[src/hdl/hisPkg.sv]
`default_nettype none

package hisPkg;

    // raw TDC code width
    localparam int tsW = 10;
    // 16 bins per histogram
    localparam int binW = 4;
    // fine bin spans 4 codes
    localparam int fineShift = 2;

    typedef logic [tsW-1:0]  timeStamp_t;
    typedef logic [binW-1:0] binAddr_t;

    // which histogram is being built and scanned
    typedef enum logic {
        phCoarse,
        phFine
    } hisPhase_t;

    // one master's wishbone request to the bin RAM
    // count sits in the low bits of dat
    typedef struct packed {
        logic        cyc;
        logic        stb;
        logic        we;
        binAddr_t    adr;
        logic [15:0] dat;
    } ramReq_t;

    // slave response, read data valid with ack
    typedef struct packed {
        logic        ack;
        logic [15:0] dat;
    } ramRsp_t;

    typedef struct packed {
        binAddr_t   coarseBin;
        binAddr_t   fineBin;
        timeStamp_t peakTime;
    } peakResult_t;

endpackage

`default_nettype wire

[src/hdl/binFolder.sv]
`timescale 1ns/1ps
`default_nettype none

module binFolder import hisPkg::*; (
    input  logic       clk,
    input  logic       rst,
    input  hisPhase_t  phase,
    input  timeStamp_t smpDat,
    input  logic       winLoad,
    input  binAddr_t   winBin,
    output binAddr_t   binAddr,
    output logic       inWindow,
    output timeStamp_t winBase
);

    // fine window covers 16 bins of 4 codes
    localparam int winSpan = 1 << (binW + fineShift);

    timeStamp_t winOffset;

    // offset of the sample inside the fine window
    // wraps below the base, so the range check catches it
    assign winOffset = smpDat - winBase;

    always_comb begin
        if (phase == phCoarse) begin
            // coarse bin is just the top bits
            binAddr  = smpDat[tsW-1 -: binW];
            inWindow = 1'b1;
        end else begin
            binAddr  = winOffset[fineShift +: binW];
            inWindow = winOffset < timeStamp_t'(winSpan);
        end
    end

    // window base is the coarse peak bin times 64
    // highest base plus span still fits in tsW, no wrap
    always_ff @(posedge clk) begin
        if (rst) begin
            winBase <= '0;
        end else if (winLoad) begin
            winBase <= timeStamp_t'(winBin) << (tsW - binW);
        end
    end

endmodule

`default_nettype wire

[src/hdl/hisBuilder.sv]
`timescale 1ns/1ps
`default_nettype none

module hisBuilder import hisPkg::*; #(
    parameter int countW        = 8,
    parameter int samplesPerHis = 64
) (
    input  logic      clk,
    input  logic      rst,
    input  logic      smpCyc,
    input  logic      smpStb,
    input  binAddr_t  binAddr,
    input  logic      inWindow,
    input  ramRsp_t   bldRsp,
    input  logic      scanDone,
    output logic      smpAck,
    output ramReq_t   bldReq,
    output hisPhase_t phase,
    output logic      hisFull
);

    localparam int cntW = $clog2(samplesPerHis + 1);

    typedef enum logic [1:0] {
        stIdle,
        stRead,
        stWrite,
        stWaitScan
    } bldState_t;

    bldState_t         state;
    logic [cntW-1:0]   smpCnt;
    logic [countW-1:0] rdCount;
    logic [countW-1:0] incCount;
    logic              discardAck;
    logic              smpReq;
    logic              discard;
    logic              smpDone;
    logic              lastSmp;

    // ignore the strobe still held in the cycle of a discard ack
    assign smpReq  = smpCyc & smpStb & ~discardAck;
    assign discard = (state == stIdle) & smpReq & ~inWindow;
    assign rdCount = bldRsp.dat[countW-1:0];

    // sample finished, either dropped or written back
    assign smpDone = discard | ((state == stWrite) & bldRsp.ack);
    assign lastSmp = smpCnt == cntW'(samplesPerHis - 1);

    // binned sample acks with the write ack, dropped one a cycle later
    assign smpAck = discardAck | ((state == stWrite) & bldRsp.ack);

    always_comb begin
        bldReq     = '0;
        bldReq.adr = binAddr;
        bldReq.dat = 16'(incCount);
        // cyc stays up across read and write so the grant holds
        if (state == stRead || state == stWrite) begin
            bldReq.cyc = 1'b1;
            bldReq.stb = 1'b1;
            bldReq.we  = state == stWrite;
        end
    end

    always_ff @(posedge clk) begin
        if (rst) begin
            state      <= stIdle;
            phase      <= phCoarse;
            smpCnt     <= '0;
            discardAck <= 1'b0;
            hisFull    <= 1'b0;
        end else begin
            discardAck <= discard;
            hisFull    <= smpDone & lastSmp;
            if (smpDone) begin
                smpCnt <= lastSmp ? '0 : smpCnt + 1'b1;
            end
            case (state)
                stIdle: begin
                    if (smpReq && inWindow) begin
                        state <= stRead;
                    end else if (discard && lastSmp) begin
                        state <= stWaitScan;
                    end
                end
                stRead: begin
                    if (bldRsp.ack) begin
                        state <= stWrite;
                    end
                end
                stWrite: begin
                    if (bldRsp.ack) begin
                        state <= lastSmp ? stWaitScan : stIdle;
                    end
                end
                default: begin
                    // histogram full, samples wait for the scan
                    if (scanDone) begin
                        phase <= (phase == phCoarse) ? phFine : phCoarse;
                        state <= stIdle;
                    end
                end
            endcase
        end
    end

    // saturating increment of the count just read
    always_ff @(posedge clk) begin
        if (state == stRead && bldRsp.ack) begin
            incCount <= (rdCount == '1) ? rdCount : rdCount + 1'b1;
        end
    end

endmodule

`default_nettype wire

[src/hdl/peakDetector.sv]
`timescale 1ns/1ps
`default_nettype none

module peakDetector import hisPkg::*; #(
    parameter int countW = 8
) (
    input  logic        clk,
    input  logic        rst,
    input  logic        hisFull,
    input  hisPhase_t   phase,
    input  timeStamp_t  winBase,
    input  ramRsp_t     detRsp,
    output ramReq_t     detReq,
    output logic        scanDone,
    output logic        winLoad,
    output binAddr_t    winBin,
    output peakResult_t result,
    output logic        resultValid
);

    typedef enum logic [1:0] {
        stIdle,
        stRead,
        stClear
    } detState_t;

    detState_t         state;
    binAddr_t          idx;
    binAddr_t          bestBin;
    logic [countW-1:0] bestCnt;
    logic [countW-1:0] rdCount;
    logic              lastBin;
    logic              scanEnd;

    assign rdCount = detRsp.dat[countW-1:0];
    assign lastBin = idx == '1;

    // clearing write of bin 15 acked
    assign scanEnd = (state == stClear) & detRsp.ack & lastBin;

    always_comb begin
        detReq     = '0;
        // cyc held for the whole scan, one grant for all 32 transfers
        detReq.cyc = state != stIdle;
        detReq.stb = state != stIdle;
        detReq.we  = state == stClear;
        detReq.adr = idx;
        // clearing writes always carry zero
        detReq.dat = '0;
    end

    always_ff @(posedge clk) begin
        if (rst) begin
            state       <= stIdle;
            idx         <= '0;
            scanDone    <= 1'b0;
            winLoad     <= 1'b0;
            resultValid <= 1'b0;
        end else begin
            scanDone    <= scanEnd;
            winLoad     <= scanEnd & (phase == phCoarse);
            resultValid <= scanEnd & (phase == phFine);
            case (state)
                stIdle: begin
                    if (hisFull) begin
                        idx   <= '0;
                        state <= stRead;
                    end
                end
                stRead: begin
                    if (detRsp.ack) begin
                        state <= stClear;
                    end
                end
                default: begin
                    if (detRsp.ack) begin
                        // wraps to 0 after the last bin
                        idx   <= idx + 1'b1;
                        state <= lastBin ? stIdle : stRead;
                    end
                end
            endcase
        end
    end

    // running maximum
    // strictly greater replaces, so the lowest index keeps a tie
    always_ff @(posedge clk) begin
        if (state == stIdle && hisFull) begin
            bestCnt <= '0;
            bestBin <= '0;
        end else if (state == stRead && detRsp.ack && rdCount > bestCnt) begin
            bestCnt <= rdCount;
            bestBin <= idx;
        end
    end

    always_ff @(posedge clk) begin
        if (scanEnd) begin
            if (phase == phCoarse) begin
                // also serves as the stored coarse peak during the fine pass
                winBin <= bestBin;
            end else begin
                result.coarseBin <= winBin;
                result.fineBin   <= bestBin;
                result.peakTime  <= winBase + (timeStamp_t'(bestBin) << fineShift);
            end
        end
    end

endmodule

`default_nettype wire

[src/hdl/binRamArbiter.sv]
`timescale 1ns/1ps
`default_nettype none

module binRamArbiter import hisPkg::*; (
    input  logic    clk,
    input  logic    rst,
    input  ramReq_t bldReq,
    input  ramReq_t detReq,
    input  ramRsp_t ramRsp,
    output ramRsp_t bldRsp,
    output ramRsp_t detRsp,
    output ramReq_t ramReq
);

    typedef enum logic [1:0] {
        ownIdle,
        ownBld,
        ownDet
    } owner_t;

    owner_t owner;
    logic   bldGnt;
    logic   detGnt;

    assign bldGnt = owner == ownBld;
    assign detGnt = owner == ownDet;

    // grant is taken on cyc and kept until that master drops cyc
    always_ff @(posedge clk) begin
        if (rst) begin
            owner <= ownIdle;
        end else begin
            case (owner)
                ownIdle: begin
                    // detector first, its scan blocks the builder anyway
                    if (detReq.cyc) begin
                        owner <= ownDet;
                    end else if (bldReq.cyc) begin
                        owner <= ownBld;
                    end
                end
                ownBld: begin
                    if (!bldReq.cyc) begin
                        owner <= ownIdle;
                    end
                end
                default: begin
                    if (!detReq.cyc) begin
                        owner <= ownIdle;
                    end
                end
            endcase
        end
    end

    // idle bus presents no strobe
    always_comb begin
        ramReq = '0;
        if (bldGnt) begin
            ramReq = bldReq;
        end else if (detGnt) begin
            ramReq = detReq;
        end
    end

    // read data goes to both, ack only to the owner
    always_comb begin
        bldRsp     = ramRsp;
        bldRsp.ack = ramRsp.ack & bldGnt;
        detRsp     = ramRsp;
        detRsp.ack = ramRsp.ack & detGnt;
    end

endmodule

`default_nettype wire

[src/hdl/binRam.sv]
`timescale 1ns/1ps
`default_nettype none

module binRam import hisPkg::*; #(
    parameter int countW = 8
) (
    input  logic    clk,
    input  logic    rst,
    input  ramReq_t ramReq,
    output ramRsp_t ramRsp
);

    localparam int depth = 1 << binW;

    logic [countW-1:0] mem [depth];
    logic [15:0]       rdDat;
    logic              ackQ;
    logic              xfer;

    // new transfer only when no ack is out, so ack gaps by a cycle
    assign xfer = ramReq.cyc & ramReq.stb & ~ackQ;

    always_ff @(posedge clk) begin
        if (rst) begin
            ackQ <= 1'b0;
            // all bins start empty
            for (int i = 0; i < depth; i++) begin
                mem[i] <= '0;
            end
        end else begin
            ackQ <= xfer;
            if (xfer && ramReq.we) begin
                mem[ramReq.adr] <= ramReq.dat[countW-1:0];
            end
        end
    end

    // read data lines up with the ack
    always_ff @(posedge clk) begin
        if (xfer) begin
            rdDat <= 16'(mem[ramReq.adr]);
        end
    end

    assign ramRsp = '{ack: ackQ, dat: rdDat};

endmodule

`default_nettype wire

[src/hdl/peakTop.sv]
`timescale 1ns/1ps
`default_nettype none

module peakTop import hisPkg::*; #(
    parameter int countW        = 8,
    parameter int samplesPerHis = 64
) (
    input  logic        clk,
    input  logic        rst,
    input  logic        smpCyc,
    input  logic        smpStb,
    input  timeStamp_t  smpDat,
    output logic        smpAck,
    output peakResult_t result,
    output logic        resultValid
);

    // folding
    binAddr_t   binAddr;
    logic       inWindow;
    timeStamp_t winBase;

    // phase handshake
    hisPhase_t  phase;
    logic       hisFull;
    logic       scanDone;
    logic       winLoad;
    binAddr_t   winBin;

    // bin RAM bus
    ramReq_t    bldReq;
    ramReq_t    detReq;
    ramReq_t    ramReq;
    ramRsp_t    bldRsp;
    ramRsp_t    detRsp;
    ramRsp_t    ramRsp;

    binFolder folderU0 (
        .clk     (clk),
        .rst     (rst),
        .phase   (phase),
        .smpDat  (smpDat),
        .winLoad (winLoad),
        .winBin  (winBin),
        .binAddr (binAddr),
        .inWindow(inWindow),
        .winBase (winBase)
    );

    hisBuilder #(
        .countW       (countW),
        .samplesPerHis(samplesPerHis)
    ) builderU0 (
        .clk     (clk),
        .rst     (rst),
        .smpCyc  (smpCyc),
        .smpStb  (smpStb),
        .binAddr (binAddr),
        .inWindow(inWindow),
        .bldRsp  (bldRsp),
        .scanDone(scanDone),
        .smpAck  (smpAck),
        .bldReq  (bldReq),
        .phase   (phase),
        .hisFull (hisFull)
    );

    peakDetector #(
        .countW(countW)
    ) detectorU0 (
        .clk        (clk),
        .rst        (rst),
        .hisFull    (hisFull),
        .phase      (phase),
        .winBase    (winBase),
        .detRsp     (detRsp),
        .detReq     (detReq),
        .scanDone   (scanDone),
        .winLoad    (winLoad),
        .winBin     (winBin),
        .result     (result),
        .resultValid(resultValid)
    );

    binRamArbiter arbiterU0 (
        .clk   (clk),
        .rst   (rst),
        .bldReq(bldReq),
        .detReq(detReq),
        .ramRsp(ramRsp),
        .bldRsp(bldRsp),
        .detRsp(detRsp),
        .ramReq(ramReq)
    );

    binRam #(
        .countW(countW)
    ) ramU0 (
        .clk   (clk),
        .rst   (rst),
        .ramReq(ramReq),
        .ramRsp(ramRsp)
    );

endmodule

`default_nettype wire

[config.mk]
export PLATFORM = sky130hd
export DESIGN_NAME = peakTop
export DESIGN_NICKNAME = d
export VERILOG_FILES = /design/src/hdl/hisPkg.sv /design/src/hdl/binFolder.sv /design/src/hdl/hisBuilder.sv /design/src/hdl/peakDetector.sv /design/src/hdl/binRamArbiter.sv /design/src/hdl/binRam.sv /design/src/hdl/peakTop.sv
export SDC_FILE = /design/constraint.sdc
export NUM_CORES = 1
export LEC_CHECK = 0
export BUFFER_PORTS_ARGS = -buffer_cell sky130_fd_sc_hd__clkbuf_2
export CELL_PAD_IN_SITES_DETAIL_PLACEMENT = 1
export CELL_PAD_IN_SITES_GLOBAL_PLACEMENT = 1
export CORE_MARGIN = 4
export CORE_UTILIZATION = 52
export CTS_BUF_LIST = sky130_fd_sc_hd__clkbuf_4
export CTS_CLUSTER_DIAMETER = 200
export DETAILED_ROUTE_END_ITERATION = 12
export PLACE_DENSITY_LB_ADDON = 0.1
export SYNTH_ARGS = -nofsm -noshare
export SYNTH_HDL_FRONTEND = slang
export SYNTH_SLANG_ARGS = --single-unit
[constraint.sdc]
create_clock -name clk -period 3.65 [get_ports clk]
set_clock_uncertainty 0.15 [all_clocks]
set_input_delay 0.1825 -clock clk [delete_from_list [all_inputs] [get_ports clk]]
set_output_delay 0.1825 -clock clk [all_outputs]
set_load 0.1 [all_outputs]
==> impl_metrics.yaml, run 1 <==
power:
  switching_share: 0.3371
  intPower_uw: 3216
  pwr-share-comb: 0.194
  power_frac_seq: 0.537
  irDropWorstVdd_mv: 0.2651
  pwr_density_cell_mw_per_mm2: 448.6
  leakage_uw: 0.003634
  clkPwrFrac: 0.269
  power.switching_uw: 1635
hold_path:
  hold_depth: 5
  holdCritStartpoint: "smpCyc"
  hold_path.class: "in2reg"
  min_to: "builderU0.smpCnt[1]$_SDFFE_PP0P_"
clock_tree:
  htree_levels: 4
  insertion_delay_ns: 0.63
  clkSinkCount: 200
  cts_buffers: 17
  clk_path_buf_depth: 2
  root_buffer: "clkbuf_4"
  tritoncts: "built"
  clk_pin_slew_ns: 0.20
yosys:
  synth_top_cell_area_share: 0.4735
  ys_ff_latch: 200
  synth_edf_count: 160
  syn_inst: 963
  async_flop_share: 0
  ys_seq_area_frac: 0.5524
  synth.distinct_cells: 61
  yosysTopAreaCell: "edfxtp_1"
  ys_top_cells_by_area: "edfxtp_1, dfxtp_1, a211oi_1, nor2_1, o221ai_1"
  syn-cell-area_mm2: 0.01015
  ys.flop_type: "edfxtp_1"
  synth_area_per_cell_um2: 10.54
  yosys_warnings: 0
drt:
  drc: 0
  ant_nets: 0
  wl_per_cell_um: 22.44
  vias: 7758
  finalWirelength_mm: 27.71
  routed_via_density: 6.282
  dr.pass1.iters: 5
  drt_iter0_markers: 604
floorplan:
  die_area_mm2: 0.02181
  die_width_um: 147.7
  placeableCoreArea_mm2: 0.01896
  io_pins: 34
  rows: 50
  initial_core_util: 0.5353
  die_y_um: 147.7
cells_and_area:
  drive_above_1_share: 0.1099
  finalNetCount: 994
  area_growth_pct: 6.560
worst_setup_path:
  path_cells: "mux2i_1 > o21ai_4 > nand4_2 > nand2_1"
  rr_startpoint: "builderU0.phase$_SDFFE_PP0P_"
  reg2reg_depth: 4
  critical_path_class: "reg2reg"
  r2r_end: "ramU0.mem[11][6]$_SDFFCE_PN0P_"
  crit_path_top_delay_cell: "o21ai_4"
  critPathMaxFanout: 39
  worstPathRequired_ns: 3.78
  cp_slowest_stage_delay_ns: 0.97
  worst_setup_path_end_kind: "flip-flop"
  cp-start-kind: "flip-flop"
  reg2reg_slack_ns: 0.37
  arrival_ns: 3.41
timing:
  relSlewSlack: 0.1818
  layout_min_cycle_time_ns: 3.281
  fin_crit_sh: 0.8990
  fmax_ghz: 0.3047
  setup_viol: 0
  hold_violations: 0
  worstMarginPinSlew_ns: 1.223
  setup_tns_ns: 0
  worst_slack_ns: 0.3686
  final_max_slew_viol_count: 0
  rsz0062_at_grt: "false"
global_routing:
  antenna_found_initial: 1
  overflow: 0
  grt_start_max_net_pins: 67
  grt_pass1_vias: 7861
  grt_pass1_wl_mm: 43.50
  grt.total_usage: 0.2572
placement:
  dp_slack_ns: 0.4330
  place_congestion: 0.8573
  port_buffers: 29
  dpl.hpwl_mm: 18.82
outcome:
  status: "completed"
job:
  max_cap_violations: 0
==> worst max path at each step <==
stage	start	end	cells past startpoint
6_report	builderU0.phase$_SDFFE_PP0P_	ramU0.mem[11][6]$_SDFFCE_PN0P_	4
5_1_grt	builderU0.phase$_SDFFE_PP0P_	ramU0.mem[11][6]$_SDFFCE_PN0P_	4
4_1_cts	builderU0.phase$_SDFFE_PP0P_	ramU0.mem[11][6]$_SDFFCE_PN0P_	4
3_5_place_dp	builderU0.phase$_SDFFE_PP0P_	ramU0.mem[11][3]$_SDFFCE_PN0P_	4
3_3_place_gp	builderU0.phase$_SDFFE_PP0P_	ramU0.rdDat[6]$_DFFE_PP_	5
2_1_floorplan	arbiterU0.owner[1]$_SDFFE_PP0P_	detectorU0.result[10]$_DFFE_PP_	6
==> timing repair <==
item / CTS / global route
hold buffers: 3 / 0
gates resized for setup: 0 / 0
endpoints found under the hold margin: 11 / 0
buffers inserted: 0 / 0
==> layout make-up <==
class | count | area (µm²)
Antenna cell | 1 | 2.502
Multi-Input combinational cell | 638 | 4014
Timing Repair Buffer | 55 | 347.8
Sequential cell | 200 | 5607
Tap cell | 260 | 325.3
Fill cell | 2039 | 8143
Inverter | 49 | 183.9
Clock buffer | 17 | 127.6
Clock inverter | 15 | 205.2
==> worst max-delay path, delay by kind of cell (launching register included) <==
family | cells | cell delay (ns)
AOI/OAI and AO/OA | 1 | 0.97
DFF | 1 | 0.63
muxes | 1 | 0.23
and+or+nand+nor | 2 | 0.92
==> cell usage in the layout (no fill, tap or decap), drive strengths merged, types with 4 or more instances in the layout <==
| cell type | count |
|---|---|
| a21oi | 26 |
| clkbuf | 46 |
| a211oi | 98 |
| nor3b | 33 |
| and2 | 4 |
| o21a | 7 |
| buf | 23 |
| nand3b | 4 |
| nor2b | 34 |
| nand4 | 20 |
| o221ai | 31 |
| edfxtp | 160 |
| o21ai | 50 |
| nand3 | 23 |
| xnor2 | 4 |
| clkinv | 8 |
| o211ai | 4 |
| nand2 | 43 |
| or4 | 11 |
| nor3 | 10 |
| dfxtp | 40 |
| inv | 55 |
| and3 | 7 |
| xor2 | 5 |
| ha | 18 |
| nor2 | 153 |
| mux2i | 10 |
==> sequential cells by signal, indices dropped and copies added, names as in the netlist, 4 cells and up <==
name / flops
ramU0.mem: 128
detectorU0.bestCnt: 8
ramU0.rdDat: 8
detectorU0.bestBin: 4
builderU0.incCount: 8
detectorU0.winBin: 4
builderU0.smpCnt: 7
detectorU0.idx: 4
folderU0.winBase: 4
detectorU0.result: 12
==> logic make-up (layout without fill, tap and decap cells) <==
kind of cell,Yosys count,in the layout,share of synthesized area
and+or+nand+nor,354,354,0.1784
AOI/OAI and AO/OA,242,242,0.1709
DFF,200,200,0.5524
buffers and inverters,126,136,0.05352
adders and majority gates,19,19,0.02417
muxes,12,12,0.01245
xor gates and xnor gates,9,9,0.007768
other,1,3,0.0003696
==> metal layers <==
metal  track usage  share of wire  vias up
li1              -              -     3569
met4       0.09553          0.033        0
met1        0.3323           0.43     3868
met2        0.4396           0.50      252
met3       0.04047          0.044       69
met5             0              0        -
==> through the flow <==
step / cells / utilization / hold slack (ns) / total power [µW] / area, µm²
floorplan: 964 / - / 0.2692 / 3284 / 10150
global placement: 1199 / 0.5512 / 0.2762 / 3532 / 10450
detailed placement: 1199 / 0.5512 / 0.2888 / 3583 / 10450
CTS: 1234 / 0.5703 / 0.01988 / 4852 / 10810
global route: 1235 / 0.5704 / 0.08466 / 5051 / 10810
finish: 1235 / 0.5704 / 0.03082 / 4851 / 10810
==> cells in the mapped netlist, drive strengths merged (10+ instances only) <==
library cell	n
buf	30
nand3	23
a211oi	98
o221ai	31
inv	49
nor2	153
edfxtp	160
nand4	20
o21ai	50
or4	11
nor3	10
dfxtp	40
ha	18
clkbuf	47
nor2b	34
mux2i	10
a21oi	26
nor3b	33
nand2	43
==> power by group through the flow <==
stage          Sequential (µW)  Clock [µW]  Combinational (µW)
2_1_floorplan             2620           0                 660
3_3_place_gp              2650           0                 886
3_5_place_dp              2650           0                 929
4_1_cts                   2600        1310                 935
5_1_grt                   2610        1420                1020
6_report                  2610        1300                 941
No activity file was read; power rests on OpenSTA's default activity.
==> run 2, diff against run 1 <==
Settings changed: ABC_CLOCK_PERIOD_IN_PS set to 3650, REMOVE_ABC_BUFFERS set to 1.
==> run 2 against run 1 <==
  * Register-to-register slack improved by 0.04 ns
  * Sequential share of layout area is 0.15 points higher
  * Flip-flop and latch count is the same
  * Combinational power about the same
  * Final cell count unchanged
  * Design area fell by 0.29%
==> impl_metrics.yaml, run 2 (synthesis results as in run 1) <==
drt:
  drc: 0
  wl_per_cell_um: 23.07
  routed_via_density: 6.261
  vias: 7732
  ant_nets: 0
  finalWirelength_mm: 28.49
  dr.pass1.iters: 6
  drt_iter0_markers: 538
cells_and_area:
  regArea_mm2: 0.005607
  layout_commonest_cell: "edfxtp_1"
  area_growth_pct: 6.252
  postLayoutCoreUtil: 0.5688
  largest-register: "ramU0.mem"
  finalNetCount: 994
  most-common-layout-cells: "edfxtp_1, nor2_1, a211oi_1"
  largest_reg_flops: 128
  largestRegisters: "ramU0.mem (128), detectorU0.result (12)"
  drive_above_1_share: 0.1099
  fillCellCount: 2049
  multiInputGateArea_mm2: 0.004014
timing:
  fmax_ghz: 0.3083
  hold_violations: 0
  relSlewSlack: 0.2763
  rsz0062_at_grt: "false"
  final_max_slew_viol_count: 0
  worst_slack_ns: 0.4066
  layout_min_cycle_time_ns: 3.243
  setup_viol: 0
  worstMarginPinSlew_ns: 1.084
  fin_crit_sh: 0.8886
worst_setup_path:
  worstPathRequired_ns: 3.74
  r2r_end: "ramU0.mem[7][5]$_SDFFCE_PN0P_"
  startpoint: "builderU0.phase$_SDFFE_PP0P_"
  critPathMaxFanout: 33
  reg2reg_slack_ns: 0.41
  rr_startpoint: "builderU0.phase$_SDFFE_PP0P_"
  arrival_ns: 3.33
  critical_path_class: "reg2reg"
  cp-start-kind: "flip-flop"
  worst_setup_path_end_kind: "flip-flop"
  reg2reg_depth: 4
outcome:
  status: "completed"
power:
  intPower_uw: 3323
  power.switching_uw: 1487
  pwr_density_cell_mw_per_mm2: 446.2
  power_frac_seq: 0.542
  leakage_uw: 0.003633
  irDropWorstVdd_mv: 0.2397
  pwr-share-comb: 0.196
  switching_share: 0.3091
  clkPwrFrac: 0.262
global_routing:
  grt.total_usage: 0.2653
  grt_start_max_net_pins: 43
  overflow: 0
  grt_pass1_vias: 8033
  antenna_found_initial: 1
  grt_pass1_wl_mm: 44.53
floorplan:
  placeableCoreArea_mm2: 0.01896
  die_y_um: 147.7
  die_area_mm2: 0.02181
  io_pins: 34
  rows: 50
  die_width_um: 147.7
  initial_core_util: 0.5353
clock_tree:
  tritoncts: "built"
  clkSinkCount: 200
  htree_levels: 4
  cts_buffers: 17
  clk_pin_slew_ns: 0.16
  postCtsSetupBuffers: 0
  insertion_delay_ns: 0.59
  clk_path_buf_depth: 2
  root_buffer: "clkbuf_4"
placement:
  port_buffers: 29
  dp_slack_ns: 0.4379
  place_congestion: 0.9483
  dpl.hpwl_mm: 19.72
job:
  max_cap_violations: 0
hold_path:
  min_to: "builderU0.discardAck$_SDFF_PP0_"
  hold_path.class: "in2reg"
  hold_depth: 5
  holdCritStartpoint: "smpDat[9]"
-- run 2: cell count changes in the layout (fill, tap and decap cells not counted) --
cell	previous run	this run
inv_8	4	1
clkbuf_4	17	20
clkinv_2	0	2
inv_2	0	2
clkinv_8	6	0
bufinv_16	1	3
-- run 2: how the worst max path moves through the flow --
stage	endpoint	slack [ns]
6_report	ramU0.mem[7][5]$_SDFFCE_PN0P_	0.41
3_3_place_gp	ramU0.rdDat[3]$_DFFE_PP_	0.57
5_1_grt	ramU0.mem[7][5]$_SDFFCE_PN0P_	0.14
2_1_floorplan	ramU0.mem[10][0]$_SDFFCE_PN0P_	-2.48
4_1_cts	ramU0.mem[7][4]$_SDFFCE_PN0P_	0.40
3_5_place_dp	ramU0.mem[7][4]$_SDFFCE_PN0P_	0.44
-- run 2: worst max-delay path, stage by stage, from the launching register on --
cell	delay (ns)
dfxtp_1	0.61
mux2i_1	0.25
o21ai_4	0.76
nand4_1	0.58
nand2_1	0.53
-- run 2: area by class of cell --
class,count,share of cell area
Sequential cell,200,0.5200
Multi-Input combinational cell,638,0.3723
Clock buffer,20,0.01393
Antenna cell,1,0.0002321
Inverter,49,0.01706
Tap cell,260,0.03017
Timing Repair Buffer,55,0.03226
Clock inverter,12,0.01404
-- run 2: per-stage QoR --
| step | instance area (µm²) | hold slack [ns] | setup TNS (ns) | instances | total power [µW] |
|---|---|---|---|---|---|
| CTS | 10780 | 0.07598 | 0 | 1234 | 4824 |
| floorplan | 9792 | 0.1016 | -347.64 | 887 | 3229 |
| global route | 10780 | 0.1248 | 0 | 1235 | 5023 |
| finish | 10780 | 0.1050 | 0 | 1235 | 4811 |
| detailed placement | 10450 | 0.2869 | 0 | 1199 | 3580 |
| global placement | 10450 | 0.2800 | 0 | 1199 | 3537 |
-- run 2: power by group through the flow --
| stage | logic (µW) | clock network, µW | registers, µW |
|---|---|---|---|
| 2_1_floorplan | 573 | 0 | 2660 |
| 3_3_place_gp | 889 | 0 | 2650 |
| 3_5_place_dp | 925 | 0 | 2660 |
| 4_1_cts | 937 | 1280 | 2600 |
| 5_1_grt | 1020 | 1390 | 2610 |
| 6_report | 941 | 1260 | 2610 |
-- run 2: timing repair --
| action | 4_1_cts | 5_1_grt |
|---|---|---|
| resized for setup | 0 | 0 |
| endpoints found under the hold margin | 8 | 0 |
| hold buffers | 3 | 0 |
-- run 2: per-layer routing --
metal	GRT usage	part of all wire
met1	0.3195	0.40
met2	0.4749	0.52
met3	0.04077	0.046
met4	0.1104	0.039
met5	0	0
==> run 3, diff against run 2 <==
Settings changed: CORE_UTILIZATION 52 to 40.
==> run 3 against run 2 <==
  * Combinational power up 4.1%
  * Register-to-register slack better by 0.13 ns
  * Hold slack worse by 0.045 ns
  * Non-clock buffer count up 2
  * First-iteration DRC count up 9.5%
  * Die area up 28%
  * Clock-buffer cell count down 2
  * Critical path depth up 2
  * Largest power group unchanged
==> impl_metrics.yaml, run 3 (synthesis results as in run 1) <==
worst_setup_path:
  crit_family: "simple AND/OR/NAND/NOR gates"
  path_cells: "buf_4 > nand2b_1 > a2bb2o_1 > nor2_1 > nand4_1 > nand2_1"
  critPathBufInv: 1
  critPathMaxFanout: 41
  path_depth: 6
  worst_setup_path_end_kind: "flip-flop"
  arrival_ns: 3.24
  r2r_end: "ramU0.mem[9][5]$_SDFFCE_PN0P_"
  cp_slowest_stage_delay_ns: 0.44
  worstPathRequired_ns: 3.78
  rr_startpoint: "arbiterU0.owner[1]$_SDFFE_PP0P_"
  critical_path_class: "reg2reg"
  cp-start-kind: "flip-flop"
  reg2reg_depth: 6
  crit_path_top_delay_cell: "nand2_1"
  reg2reg_slack_ns: 0.54
drt:
  dr.pass1.iters: 7
  routed_via_density: 5.737
  wl_per_cell_um: 21.87
  finalWirelength_mm: 28.59
  ant_nets: 0
  vias: 7498
  drc: 0
  drt_iter0_markers: 589
clock_tree:
  cts_buffers: 17
  ctsResizeCount: 0
  insertion_delay_ns: 0.62
  clk_pin_slew_ns: 0.17
  tritoncts: "built"
  postCtsSetupBuffers: 0
  ctsHoldBuffers: 3
  clkSinkCount: 200
  root_buffer: "clkbuf_4"
  htree_levels: 4
  clk_path_buf_depth: 2
timing:
  rsz0062_at_grt: "false"
  fin_crit_sh: 0.8529
  final_max_slew_viol_count: 0
  worstMarginPinSlew_ns: 1.077
  worst_slack_ns: 0.5370
  hold_violations: 0
  fmax_ghz: 0.3212
  setup_viol: 0
  layout_min_cycle_time_ns: 3.113
  relSlewSlack: 0.2801
hold_path:
  holdCritStartpoint: "smpDat[9]"
  hold_depth: 5
  min_to: "builderU0.discardAck$_SDFF_PP0_"
  hold_path.class: "in2reg"
power:
  leakage_uw: 0.003625
  pwr_density_cell_mw_per_mm2: 430.8
  irDropWorstVdd_mv: 0.1746
  finalPower_uw: 4698
floorplan:
  rows: 58
  initial_core_util: 0.4053
  die_y_um: 167.3
  io_pins: 34
  placeableCoreArea_mm2: 0.02504
  die_width_um: 167.3
  die_area_mm2: 0.02798
global_routing:
  grt_pass1_vias: 7613
  overflow: 0
  grt_pass1_wl_mm: 44.71
  antenna_found_initial: 1
  grt_start_max_net_pins: 49
  grt.total_usage: 0.2055
placement:
  port_buffers: 29
  dpl.hpwl_mm: 19.26
  dp_slack_ns: 0.6065
  place_congestion: 0.8173
cells_and_area:
  layout_commonest_cell: "edfxtp_1"
  drive_above_1_share: 0.1117
  most-common-layout-cells: "edfxtp_1, nor2_1, a211oi_1"
  finalNetCount: 996
  largest_reg_flops: 128
  area_growth_pct: 7.460
  largestRegisters: "ramU0.mem (128), detectorU0.result (12)"
  largest-register: "ramU0.mem"
job:
  max_cap_violations: 0
outcome:
  status: "completed"
==> run 3: cell count changes in the layout (fill, tap and decap cells not counted), sizes merged <==
cell / previous run / this run
clkinvlp: 0 / 1
clkinv: 4 / 7
bufinv: 3 / 0
inv: 54 / 55
clkbuf: 49 / 47
buf: 23 / 25
==> run 3: worst max path at each step <==
stage | from | to
global route | arbiterU0.owner[1]$_SDFFE_PP0P_ | ramU0.mem[1][1]$_SDFFCE_PN0P_
floorplan | arbiterU0.owner[0]$_SDFFE_PP0P_ | ramU0.mem[10][0]$_SDFFCE_PN0P_
finish | arbiterU0.owner[1]$_SDFFE_PP0P_ | ramU0.mem[9][5]$_SDFFCE_PN0P_
CTS | arbiterU0.owner[1]$_SDFFE_PP0P_ | ramU0.mem[1][4]$_SDFFCE_PN0P_
global placement | arbiterU0.owner[1]$_SDFFE_PP0P_ | ramU0.mem[1][6]$_SDFFCE_PN0P_
detailed placement | arbiterU0.owner[1]$_SDFFE_PP0P_ | ramU0.mem[9][2]$_SDFFCE_PN0P_
==> run 3: layout make-up <==
| cell class | instances | area (µm²) |
|---|---|---|
| Sequential cell | 200 | 5607 |
| Clock inverter | 14 | 118.9 |
| Antenna cell | 1 | 2.502 |
| Inverter | 49 | 183.9 |
| Clock buffer | 18 | 135.1 |
| Multi-Input combinational cell | 638 | 4019 |
| Timing Repair Buffer | 57 | 425.4 |
| Fill cell | 2773 | 14130 |
| Tap cell | 330 | 412.9 |
==> run 3: worst register-to-register path, delay by kind of cell (launching register included) <==
kind / cells / cell delay, ns
compound gates: 1 / 0.41
simple gates: 4 / 1.49
buf+inv: 1 / 0.38
flops: 1 / 0.36
==> run 3: power by group <==
part / internal [µW] / switching [µW]
clock: 297 / 825
sequential: 2540 / 56.3
combinational: 305 / 676
==> run 3: per-stage QoR <==
step	setup TNS [ns]	hold WS [ns]	cell area, µm²	util	std cells
5_1_grt	0	0.07958	10900	0.4355	1307
4_1_cts	0	0.02211	10900	0.4354	1306
2_1_floorplan	-347.64	0.1016	9792	-	887
3_3_place_gp	0	0.2827	10620	0.4241	1271
6_report	0	0.05963	10900	0.4355	1307
3_5_place_dp	0	0.2885	10620	0.4241	1271
==> run 3: routing by layer <==
layer | vias to the layer above | global-route usage | share of wire
li1 | 3578 | - | -
met4 | 0 | 0.05752 | 0.020
met3 | 31 | 0.03211 | 0.032
met2 | 136 | 0.3484 | 0.49
met5 | - | 0 | 0
met1 | 3753 | 0.2760 | 0.46
